**src/rtl/fmul_params.svh**
```systemverilog
`ifndef FMUL_PARAMS_SVH
`define FMUL_PARAMS_SVH

// IEEE single precision word layout
`define FMUL_W        32
`define FMUL_EXP_W    8
`define FMUL_MAN_W    23
`define FMUL_BIAS     127

// significand split point
// the high part carries the hidden one, so HI + LO = MAN + 1
`define FMUL_LO_W     11
`define FMUL_HI_W     13

// clocks from a driven operand pair to its result on y and ovf
`define FMUL_LATENCY  3

`endif

```
**src/rtl/fmul_pkg.sv**
```systemverilog
`include "fmul_params.svh"

package fmul_pkg;

    // full single precision word
    typedef logic [`FMUL_W-1:0] float_t;

    // biased exponent and stored mantissa fields
    typedef logic [`FMUL_EXP_W-1:0] exp_t;
    typedef logic [`FMUL_MAN_W-1:0] man_t;

    // significand halves, the high one includes the hidden one
    typedef logic [`FMUL_HI_W-1:0] hi_t;
    typedef logic [`FMUL_LO_W-1:0] lo_t;

    // partial products
    typedef logic [2*`FMUL_HI_W-1:0] hh_t;
    typedef logic [`FMUL_HI_W+`FMUL_LO_W-1:0] cross_t;

    // truncated product sum, one bit wider than hh for the carry
    typedef logic [2*`FMUL_HI_W:0] msum_t;

    // exponent sum with two guard bits
    // bit 9 set is overflow, bit 8 clear is underflow
    typedef logic [`FMUL_EXP_W+1:0] wexp_t;

endpackage

```
**src/rtl/fmul_split.sv**
```systemverilog
`timescale 1ns/1ps
`include "fmul_params.svh"

module fmul_split (
    input  logic             clk,
    input  logic             rstn,
    input  fmul_pkg::float_t x1,
    input  fmul_pkg::float_t x2,
    output logic             s1,
    output logic             s2,
    output fmul_pkg::exp_t   e1,
    output fmul_pkg::exp_t   e2,
    output fmul_pkg::hi_t    hi1,
    output fmul_pkg::hi_t    hi2,
    output fmul_pkg::lo_t    lo1,
    output fmul_pkg::lo_t    lo2
);

    fmul_pkg::man_t m1;
    fmul_pkg::man_t m2;
    fmul_pkg::hi_t  hi1_c;
    fmul_pkg::hi_t  hi2_c;

    assign m1 = x1[`FMUL_MAN_W-1:0];
    assign m2 = x2[`FMUL_MAN_W-1:0];

    // hidden one on top of the upper mantissa bits
    assign hi1_c = {1'b1, m1[`FMUL_MAN_W-1:`FMUL_LO_W]};
    assign hi2_c = {1'b1, m2[`FMUL_MAN_W-1:`FMUL_LO_W]};

    always_ff @(posedge clk) begin
        if (!rstn) begin
            s1  <= 1'b0;
            s2  <= 1'b0;
            e1  <= '0;
            e2  <= '0;
            hi1 <= '0;
            hi2 <= '0;
            lo1 <= '0;
            lo2 <= '0;
        end else begin
            s1  <= x1[`FMUL_W-1];
            s2  <= x2[`FMUL_W-1];
            e1  <= x1[`FMUL_W-2 -: `FMUL_EXP_W];
            e2  <= x2[`FMUL_W-2 -: `FMUL_EXP_W];
            hi1 <= hi1_c;
            hi2 <= hi2_c;
            lo1 <= m1[`FMUL_LO_W-1:0];
            lo2 <= m2[`FMUL_LO_W-1:0];
        end
    end

endmodule

```
**src/rtl/fmul_partial.sv**
```systemverilog
`timescale 1ns/1ps

module fmul_partial (
    input  logic             clk,
    input  logic             rstn,
    input  logic             s1,
    input  logic             s2,
    input  fmul_pkg::exp_t   e1,
    input  fmul_pkg::exp_t   e2,
    input  fmul_pkg::hi_t    hi1,
    input  fmul_pkg::hi_t    hi2,
    input  fmul_pkg::lo_t    lo1,
    input  fmul_pkg::lo_t    lo2,
    output fmul_pkg::hh_t    hh,
    output fmul_pkg::cross_t hl,
    output fmul_pkg::cross_t lh,
    output logic             s1_q,
    output logic             s2_q,
    output fmul_pkg::exp_t   e1_q,
    output fmul_pkg::exp_t   e2_q
);

    fmul_pkg::hh_t    hh_c;
    fmul_pkg::cross_t hl_c;
    fmul_pkg::cross_t lh_c;

    // three of the four partial products
    // low x low only touches bits below the kept window and is dropped
    assign hh_c = fmul_pkg::hh_t'(hi1) * fmul_pkg::hh_t'(hi2);
    assign hl_c = fmul_pkg::cross_t'(hi1) * fmul_pkg::cross_t'(lo2);
    assign lh_c = fmul_pkg::cross_t'(lo1) * fmul_pkg::cross_t'(hi2);

    always_ff @(posedge clk) begin
        if (!rstn) begin
            hh   <= '0;
            hl   <= '0;
            lh   <= '0;
            s1_q <= 1'b0;
            s2_q <= 1'b0;
            e1_q <= '0;
            e2_q <= '0;
        end else begin
            hh   <= hh_c;
            hl   <= hl_c;
            lh   <= lh_c;
            // sign and exponent ride along with the products
            s1_q <= s1;
            s2_q <= s2;
            e1_q <= e1;
            e2_q <= e2;
        end
    end

endmodule

```
**src/rtl/fmul_merge.sv**
```systemverilog
`timescale 1ns/1ps
`include "fmul_params.svh"

module fmul_merge (
    input  logic             clk,
    input  logic             rstn,
    input  fmul_pkg::hh_t    hh,
    input  fmul_pkg::cross_t hl,
    input  fmul_pkg::cross_t lh,
    input  logic             s1,
    input  logic             s2,
    input  fmul_pkg::exp_t   e1,
    input  fmul_pkg::exp_t   e2,
    output logic             ys,
    output fmul_pkg::msum_t  msum,
    output fmul_pkg::man_t   ym0,
    output fmul_pkg::wexp_t  ye0,
    output logic             is_zero,
    output logic             is_inf
);

    localparam int MSB = 2 * `FMUL_HI_W;

    fmul_pkg::msum_t msum_c;
    fmul_pkg::man_t  ym0_c;
    fmul_pkg::wexp_t ye0_c;

    // cross products are aligned by dropping their low bits
    // +2 compensates on average for the missing low x low term
    assign msum_c = fmul_pkg::msum_t'(hh)
                  + fmul_pkg::msum_t'(hl >> `FMUL_LO_W)
                  + fmul_pkg::msum_t'(lh >> `FMUL_LO_W)
                  + fmul_pkg::msum_t'(2);

    // truncate: take the 23 bits right under the leading one
    always_comb begin
        if (msum_c[MSB]) begin
            ym0_c = msum_c[MSB-1 -: `FMUL_MAN_W];
        end else if (msum_c[MSB-1]) begin
            ym0_c = msum_c[MSB-2 -: `FMUL_MAN_W];
        end else if (msum_c[MSB-2]) begin
            ym0_c = msum_c[MSB-3 -: `FMUL_MAN_W];
        end else begin
            ym0_c = msum_c[`FMUL_MAN_W-1:0];
        end
    end

    // e1 + e2 - bias, offset by 256 so underflow shows as bit 8 clear
    assign ye0_c = fmul_pkg::wexp_t'(e1) + fmul_pkg::wexp_t'(e2)
                 + fmul_pkg::wexp_t'((1 << `FMUL_EXP_W) - `FMUL_BIAS);

    always_ff @(posedge clk) begin
        if (!rstn) begin
            ys      <= 1'b0;
            msum    <= '0;
            ym0     <= '0;
            ye0     <= '0;
            is_zero <= 1'b0;
            is_inf  <= 1'b0;
        end else begin
            ys      <= s1 ^ s2;
            msum    <= msum_c;
            ym0     <= ym0_c;
            ye0     <= ye0_c;
            // zero exponent also covers denormals, which are flushed
            is_zero <= ~(|e1) | ~(|e2);
            // all-ones exponent covers both infinity and NaN
            is_inf  <= (&e1) | (&e2);
        end
    end

endmodule

```
**src/rtl/fmul_pack.sv**
```systemverilog
`timescale 1ns/1ps
`include "fmul_params.svh"

module fmul_pack (
    input  logic             ys,
    input  fmul_pkg::msum_t  msum,
    input  fmul_pkg::man_t   ym0,
    input  fmul_pkg::wexp_t  ye0,
    input  logic             is_zero,
    input  logic             is_inf,
    output fmul_pkg::float_t y,
    output logic             ovf
);

    localparam int MSB = 2 * `FMUL_HI_W;

    logic [`FMUL_EXP_W:0] ye1;
    fmul_pkg::exp_t       ye;
    fmul_pkg::man_t       ym;

    // exponent after the normalization shift, saturate or flush first
    always_comb begin
        if (ye0[`FMUL_EXP_W+1]) begin
            ye1 = {1'b0, {`FMUL_EXP_W{1'b1}}};
        end else if (!ye0[`FMUL_EXP_W]) begin
            ye1 = '0;
        end else if (msum[MSB]) begin
            ye1 = {1'b0, ye0[`FMUL_EXP_W-1:0]} + 2'd2;
        end else if (msum[MSB-1]) begin
            ye1 = {1'b0, ye0[`FMUL_EXP_W-1:0]} + 2'd1;
        end else begin
            ye1 = {1'b0, ye0[`FMUL_EXP_W-1:0]};
        end
    end

    // carry out of the adjust also lands on infinity
    assign ye = ye1[`FMUL_EXP_W] ? {`FMUL_EXP_W{1'b1}} : ye1[`FMUL_EXP_W-1:0];

    // zero and infinity carry no mantissa
    assign ym = (&ye || ye == '0) ? '0 : ym0;

    always_comb begin
        if (is_zero) begin
            y = {ys, {(`FMUL_W-1){1'b0}}};
        end else if (is_inf) begin
            y = {ys, {`FMUL_EXP_W{1'b1}}, {`FMUL_MAN_W{1'b0}}};
        end else begin
            y = {ys, ye, ym};
        end
    end

    // taken from the stage-3 register so it matches its own result
    assign ovf = ye0[`FMUL_EXP_W+1];

endmodule

```
**src/rtl/fmul.sv**
```systemverilog
`timescale 1ns/1ps

module fmul (
    input  logic             clk,
    input  logic             rstn,
    input  fmul_pkg::float_t x1,
    input  fmul_pkg::float_t x2,
    output fmul_pkg::float_t y,
    output logic             ovf
);

    // stage 0 to stage 1
    logic             s1;
    logic             s2;
    fmul_pkg::exp_t   e1;
    fmul_pkg::exp_t   e2;
    fmul_pkg::hi_t    hi1;
    fmul_pkg::hi_t    hi2;
    fmul_pkg::lo_t    lo1;
    fmul_pkg::lo_t    lo2;

    // stage 1 to stage 2
    fmul_pkg::hh_t    hh;
    fmul_pkg::cross_t hl;
    fmul_pkg::cross_t lh;
    logic             s1_d;
    logic             s2_d;
    fmul_pkg::exp_t   e1_d;
    fmul_pkg::exp_t   e2_d;

    // stage 2 to output logic
    logic             ys;
    fmul_pkg::msum_t  msum;
    fmul_pkg::man_t   ym0;
    fmul_pkg::wexp_t  ye0;
    logic             is_zero;
    logic             is_inf;

    fmul_split u_split (
        .clk  (clk),
        .rstn (rstn),
        .x1   (x1),
        .x2   (x2),
        .s1   (s1),
        .s2   (s2),
        .e1   (e1),
        .e2   (e2),
        .hi1  (hi1),
        .hi2  (hi2),
        .lo1  (lo1),
        .lo2  (lo2)
    );

    fmul_partial u_partial (
        .clk  (clk),
        .rstn (rstn),
        .s1   (s1),
        .s2   (s2),
        .e1   (e1),
        .e2   (e2),
        .hi1  (hi1),
        .hi2  (hi2),
        .lo1  (lo1),
        .lo2  (lo2),
        .hh   (hh),
        .hl   (hl),
        .lh   (lh),
        .s1_q (s1_d),
        .s2_q (s2_d),
        .e1_q (e1_d),
        .e2_q (e2_d)
    );

    fmul_merge u_merge (
        .clk     (clk),
        .rstn    (rstn),
        .hh      (hh),
        .hl      (hl),
        .lh      (lh),
        .s1      (s1_d),
        .s2      (s2_d),
        .e1      (e1_d),
        .e2      (e2_d),
        .ys      (ys),
        .msum    (msum),
        .ym0     (ym0),
        .ye0     (ye0),
        .is_zero (is_zero),
        .is_inf  (is_inf)
    );

    fmul_pack u_pack (
        .ys      (ys),
        .msum    (msum),
        .ym0     (ym0),
        .ye0     (ye0),
        .is_zero (is_zero),
        .is_inf  (is_inf),
        .y       (y),
        .ovf     (ovf)
    );

endmodule

```
**config.mk**
```make
export PLATFORM = sky130hd
export DESIGN_NAME = fmul
export DESIGN_NICKNAME = d
export VERILOG_FILES = /design/src/rtl/fmul_pkg.sv /design/src/rtl/fmul_split.sv /design/src/rtl/fmul_partial.sv /design/src/rtl/fmul_merge.sv /design/src/rtl/fmul_pack.sv /design/src/rtl/fmul.sv
export VERILOG_INCLUDE_DIRS = /design/src /design/src/rtl
export SDC_FILE = /design/constraint.sdc
export NUM_CORES = 1
export LEC_CHECK = 0
export BUFFER_PORTS_ARGS = -buffer_cell sky130_fd_sc_hd__buf_4
export CAP_MARGIN = 10
export CORE_UTILIZATION = 64
export CTS_CLUSTER_SIZE = 20
export DETAILED_ROUTE_END_ITERATION = 12
export PLACE_DENSITY = 0.83
export SYNTH_ARGS = -nofsm -noshare
export SYNTH_HDL_FRONTEND = slang
export SYNTH_SLANG_ARGS = --single-unit
export TNS_END_PERCENT = 30
```
**constraint.sdc**
```tcl
create_clock -name clk -period 7.2 [get_ports clk]
set_input_delay 1.08 -clock clk [delete_from_list [all_inputs] [get_ports clk]]
set_output_delay 1.08 -clock clk [all_outputs]
set_load 0.02 [all_outputs]
```
==> flow_summary.rst <==
.. list-table::
   :header-rows: 1

   * - Metric
     - Value
   * - Result of the run
     - finished clean
   * - Final Wtd Congestion
     - 0.921
   * - Final total negative setup slack
     - 0 ps
   * - Minimum setup slack among reg-to-reg paths
     - 950 ps
   * - Leak Pwr
     - 11.6 nW
   * - Synth async-reset ratio
     - 0%
   * - Worst endpoint required time
     - 7530 ps
   * - P per Cell Area
     - 165 nW/µm²
   * - Net Switching
     - 1.54 mW
   * - Number of global-route vias before repair
     - 17,000
   * - Flip-flop and latch count after synthesis
     - 173
   * - Cell chosen for the clock root
     - clkbuf_16
   * - Most frequently used cell type in the post-synthesis netlist
     - inv_1
   * - Pin count of the biggest net entering global routing
     - 95
   * - Worst max-slew margin expressed relative to the limit
     - 24.8%
   * - Number of buffers added by the clock tree synthesis step
     - 17
   * - Share of power burned in the clock network
     - 25.9%
   * - Number of buffers between clock root and the deepest sink
     - 2
   * - Post-Syn Instances
     - 2,413
   * - Timing-limited maximum frequency
     - 160 MHz
   * - Antenna Cells
     - 0
   * - First-pass GRT wire length
     - 81.3 mm
   * - Count of antenna-violating nets left after detailed routing
     - 0
   * - Sum of net half-perimeters after detailed placement
     - 37.2 mm
   * - Hold bufs inserted after CTS
     - 0
   * - Post-Syn Area
     - 21,400 µm²
   * - Crit end category
     - register
   * - TritonCTS Sinks
     - 173
   * - Count of input and output buffers
     - 98
   * - Iteration-0 DRC count of the detailed router
     - 1,096
   * - Area of the core
     - 32,700 µm²
   * - Area overhead of the layout relative to synthesis
     - 7.77%
   * - Post-synthesis mux area share
     - 0.473%
   * - Part of the Yosys area used for sequential elements
     - 16.2%
   * - Area enclosed by the die boundary
     - 34,200 µm²
   * - Internal Pwr Total
     - 2.27 mW
   * - Sequential fraction of design power
     - 32.2%
   * - Horizontal die dimension
     - 185 µm
   * - Setup Crit Path Kind
     - reg2reg
   * - Dominant combinational cell family by area after synthesis
     - adder cells
   * - Switch share
     - 40.3%
   * - Post-layout min period
     - 6250 ps
   * - Complex-gate fraction of the synthesized area
     - 6.71%
   * - Largest area contributor in the netlist
     - fa_1
   * - YS warnings
     - 0
   * - Data arrival time of the worst path
     - 6580 ps
   * - Setup Fix Bufs, Post-CTS
     - 0
   * - Final slew viol count
     - 0
   * - Largest cells by area after synthesis
     - fa_1 31%, dfxtp_1 16%, ha_1 13%
   * - RSZ-0062 raised after global routing
     - false
   * - DRT Pass-1 Iters
     - 8
   * - Adder-Cell Fraction of Synth Area
     - 43.4%
   * - Grt total ovfl
     - 0
   * - Combinational share of power
     - 42.0%
   * - H-Tree Level Count
     - 4
   * - Antenna violations before repair
     - 0
   * - Share of the clock period used by the worst path after layout
     - 86.8%
   * - Insertion delay to the later sink of the worst-skew pair
     - 460 ps
   * - Total power
     - 3.81 mW
   * - XOR/XNOR share of the synthesized area
     - 3.30%
   * - DRC errors left
     - 0
   * - Hold violation total from the final report
     - 0
   * - Met1 wire length
     - 19.9 mm
   * - Total met2 wirelength after detailed routing
     - 23.3 mm
   * - Wirelength per Cell
     - 16.8 µm
   * - Detailed-route wire length
     - 48.6 mm
   * - Max-cap check violation count
     - 0
   * - Proportion of netlist area held by the largest area contributor
     - 30.7%
   * - Detailed-route via count
     - 16,000
   * - Most instantiated cells after synthesis
     - 441 x inv_1, 351 x and2_1, 329 x fa_1, 272 x nand2_1, 216 x ha_1
   * - Skew final
     - 16.6 ps
   * - Average via count per standard cell
     - 5.52
   * - TritonCTS clock tree
     - yes
   * - Global-route total usage across every layer
     - 30.4%
   * - Total of cells resized after clock tree synthesis
     - 0
   * - Met3 Wirelength
     - 3.88 mm
   * - Starting Density
     - 65.5%
   * - Number of enable-type register cells in the synthesized netlist
     - 0
   * - Chip height
     - 185 µm
   * - Max IR drop VDD
     - 0.000198 V
   * - Most instantiated flip-flop cell in the synthesis netlist
     - dfxtp_1
   * - Post-layout nets
     - 3,056
   * - Maximum net fanout on the critical path
     - 24
   * - Library cells used by synthesis
     - 76
   * - Clock Pin Slew Worst Setup and Hold Paths
     - 80 ps
   * - Number of nets in the synthesized netlist
     - 3,024
   * - Post-synthesis simple-gate area fraction
     - 20.2%
   * - Final setup violating endpoints
     - 0
   * - Type of the most critical hold path
     - reg2reg
   * - Placement row count
     - 66
   * - Highest routed layer
     - met4
   * - Fraction of final layout cells sized beyond drive strength 1
     - 7.04%
   * - Least-Margin Pin Slew
     - 1120 ps
   * - Number of top-level design ports
     - 99
   * - Launching element type of the critical path
     - register
   * - Syn avg cell area
     - 8.88 µm²
-- sequential cells by signal, indices dropped and copies added, names as in the netlist, 10 cells and up --
name	cells
u_merge.ye0	10
u_merge.ym0	23
u_partial.hh	26
u_partial.hl	13
u_partial.lh	13
u_split.hi1	12
u_split.hi2	13
u_split.lo1	11
u_split.lo2	11
-- cell usage in the layout (no fill, tap or decap), types with 5 or more instances in the layout --
master and instances:
xnor2_1 46, and2_1 351, inv_1 440, xor2_1 30
a21o_1 18, clkbuf_16 17, and3_1 9, o21ai_0 30
nor2b_1 11, a211oi_1 11, a22o_1 5, dfxtp_1 173
o21bai_1 5, nor2_1 98, ha_1 216, buf_4 121
o21a_1 5, clkinv_8 6, a31oi_1 11, nand2b_1 6
fa_1 329, o21ai_1 9, a21oi_1 70, nand2_1 272
nor3_1 25, o211ai_1 9, mux2i_1 9, nor4_1 7
nand4_1 13, nand3_1 31
-- power by group through the flow --
stage / Sequential, mW / Clock [mW] / Combinational [mW]
3_3_place_gp: 1.24 / 0 / 1.49
3_5_place_dp: 1.24 / 0 / 1.56
5_1_grt: 1.24 / 1.04 / 1.80
6_report: 1.23 / 0.986 / 1.60
4_1_cts: 1.22 / 1.00 / 1.58
2_1_floorplan: 1.16 / 0 / 1.22
-- cell families after synthesis --
group | after synthesis
AND/OR/NAND/NOR | 845
buffers and inverters | 549
adder cells (fa/ha/maj) | 545
AO/OA/AOI/OAI | 212
flip-flops | 173
XOR/XNOR | 79
multiplexers | 10
-- worst max-delay path: stages (launching register included) --
cell,delay (ps)
dfxtp_1,990
nand2_1,150
fa_1,560
fa_1,460
fa_1,570
inv_1,50
fa_1,500
fa_1,420
ha_1,320
a211oi_1,250
o41ai_1,130
o211ai_1,400
a211oi_1,180
o31ai_1,480
o2111ai_1,260
a21oi_1,220
xnor2_1,130
nor2_1,50
-- per-layer routing --
metal  GRT usage (%)  vias up
met2            51.6      694
met1            38.5     7728
li1                -     7475
met5               0        -
met4            12.4        0
met3            5.35      100
-- layout make-up --
class	instances	area (µm²)
clock buffers	17	425
clock inverters	15	210
fillers	2479	9620
inverters	441	1660
multi-input cells	1691	15900
flip-flops and latches	173	3460
well taps	442	553
repair buffers	121	908
-- metrics by stage --
| step | cell area, µm² | setup slack (ps) | util [%] | std cells | hold slack (ps) |
|---|---|---|---|---|---|
| 4_1_cts | 23100 | 1050 | 70.6 | 2899 | 433 |
| 5_1_grt | 23100 | 609 | 70.6 | 2900 | 452 |
| 6_report | 23100 | 949 | 70.6 | 2900 | 432 |
| 3_3_place_gp | 22400 | 1270 | 68.6 | 2867 | 417 |
| 2_1_floorplan | 21400 | 1710 | - | 2413 | 412 |
| 3_5_place_dp | 22400 | 1090 | 68.6 | 2867 | 419 |
-- path summary, 6_finish.rpt --
kind | end | startpoint | depth (start not counted)
setup / recovery | u_partial.lh[23] | u_split.hi2[5] | 17
hold / removal | u_partial.e2_q[1] | u_split.e2[1] | 1
setup reg to reg | u_partial.lh[23] | u_split.hi2[5] | 17
hold reg to reg | u_partial.e2_q[1] | u_split.e2[1] | 1
No activity file was read; power rests on OpenSTA's default activity.
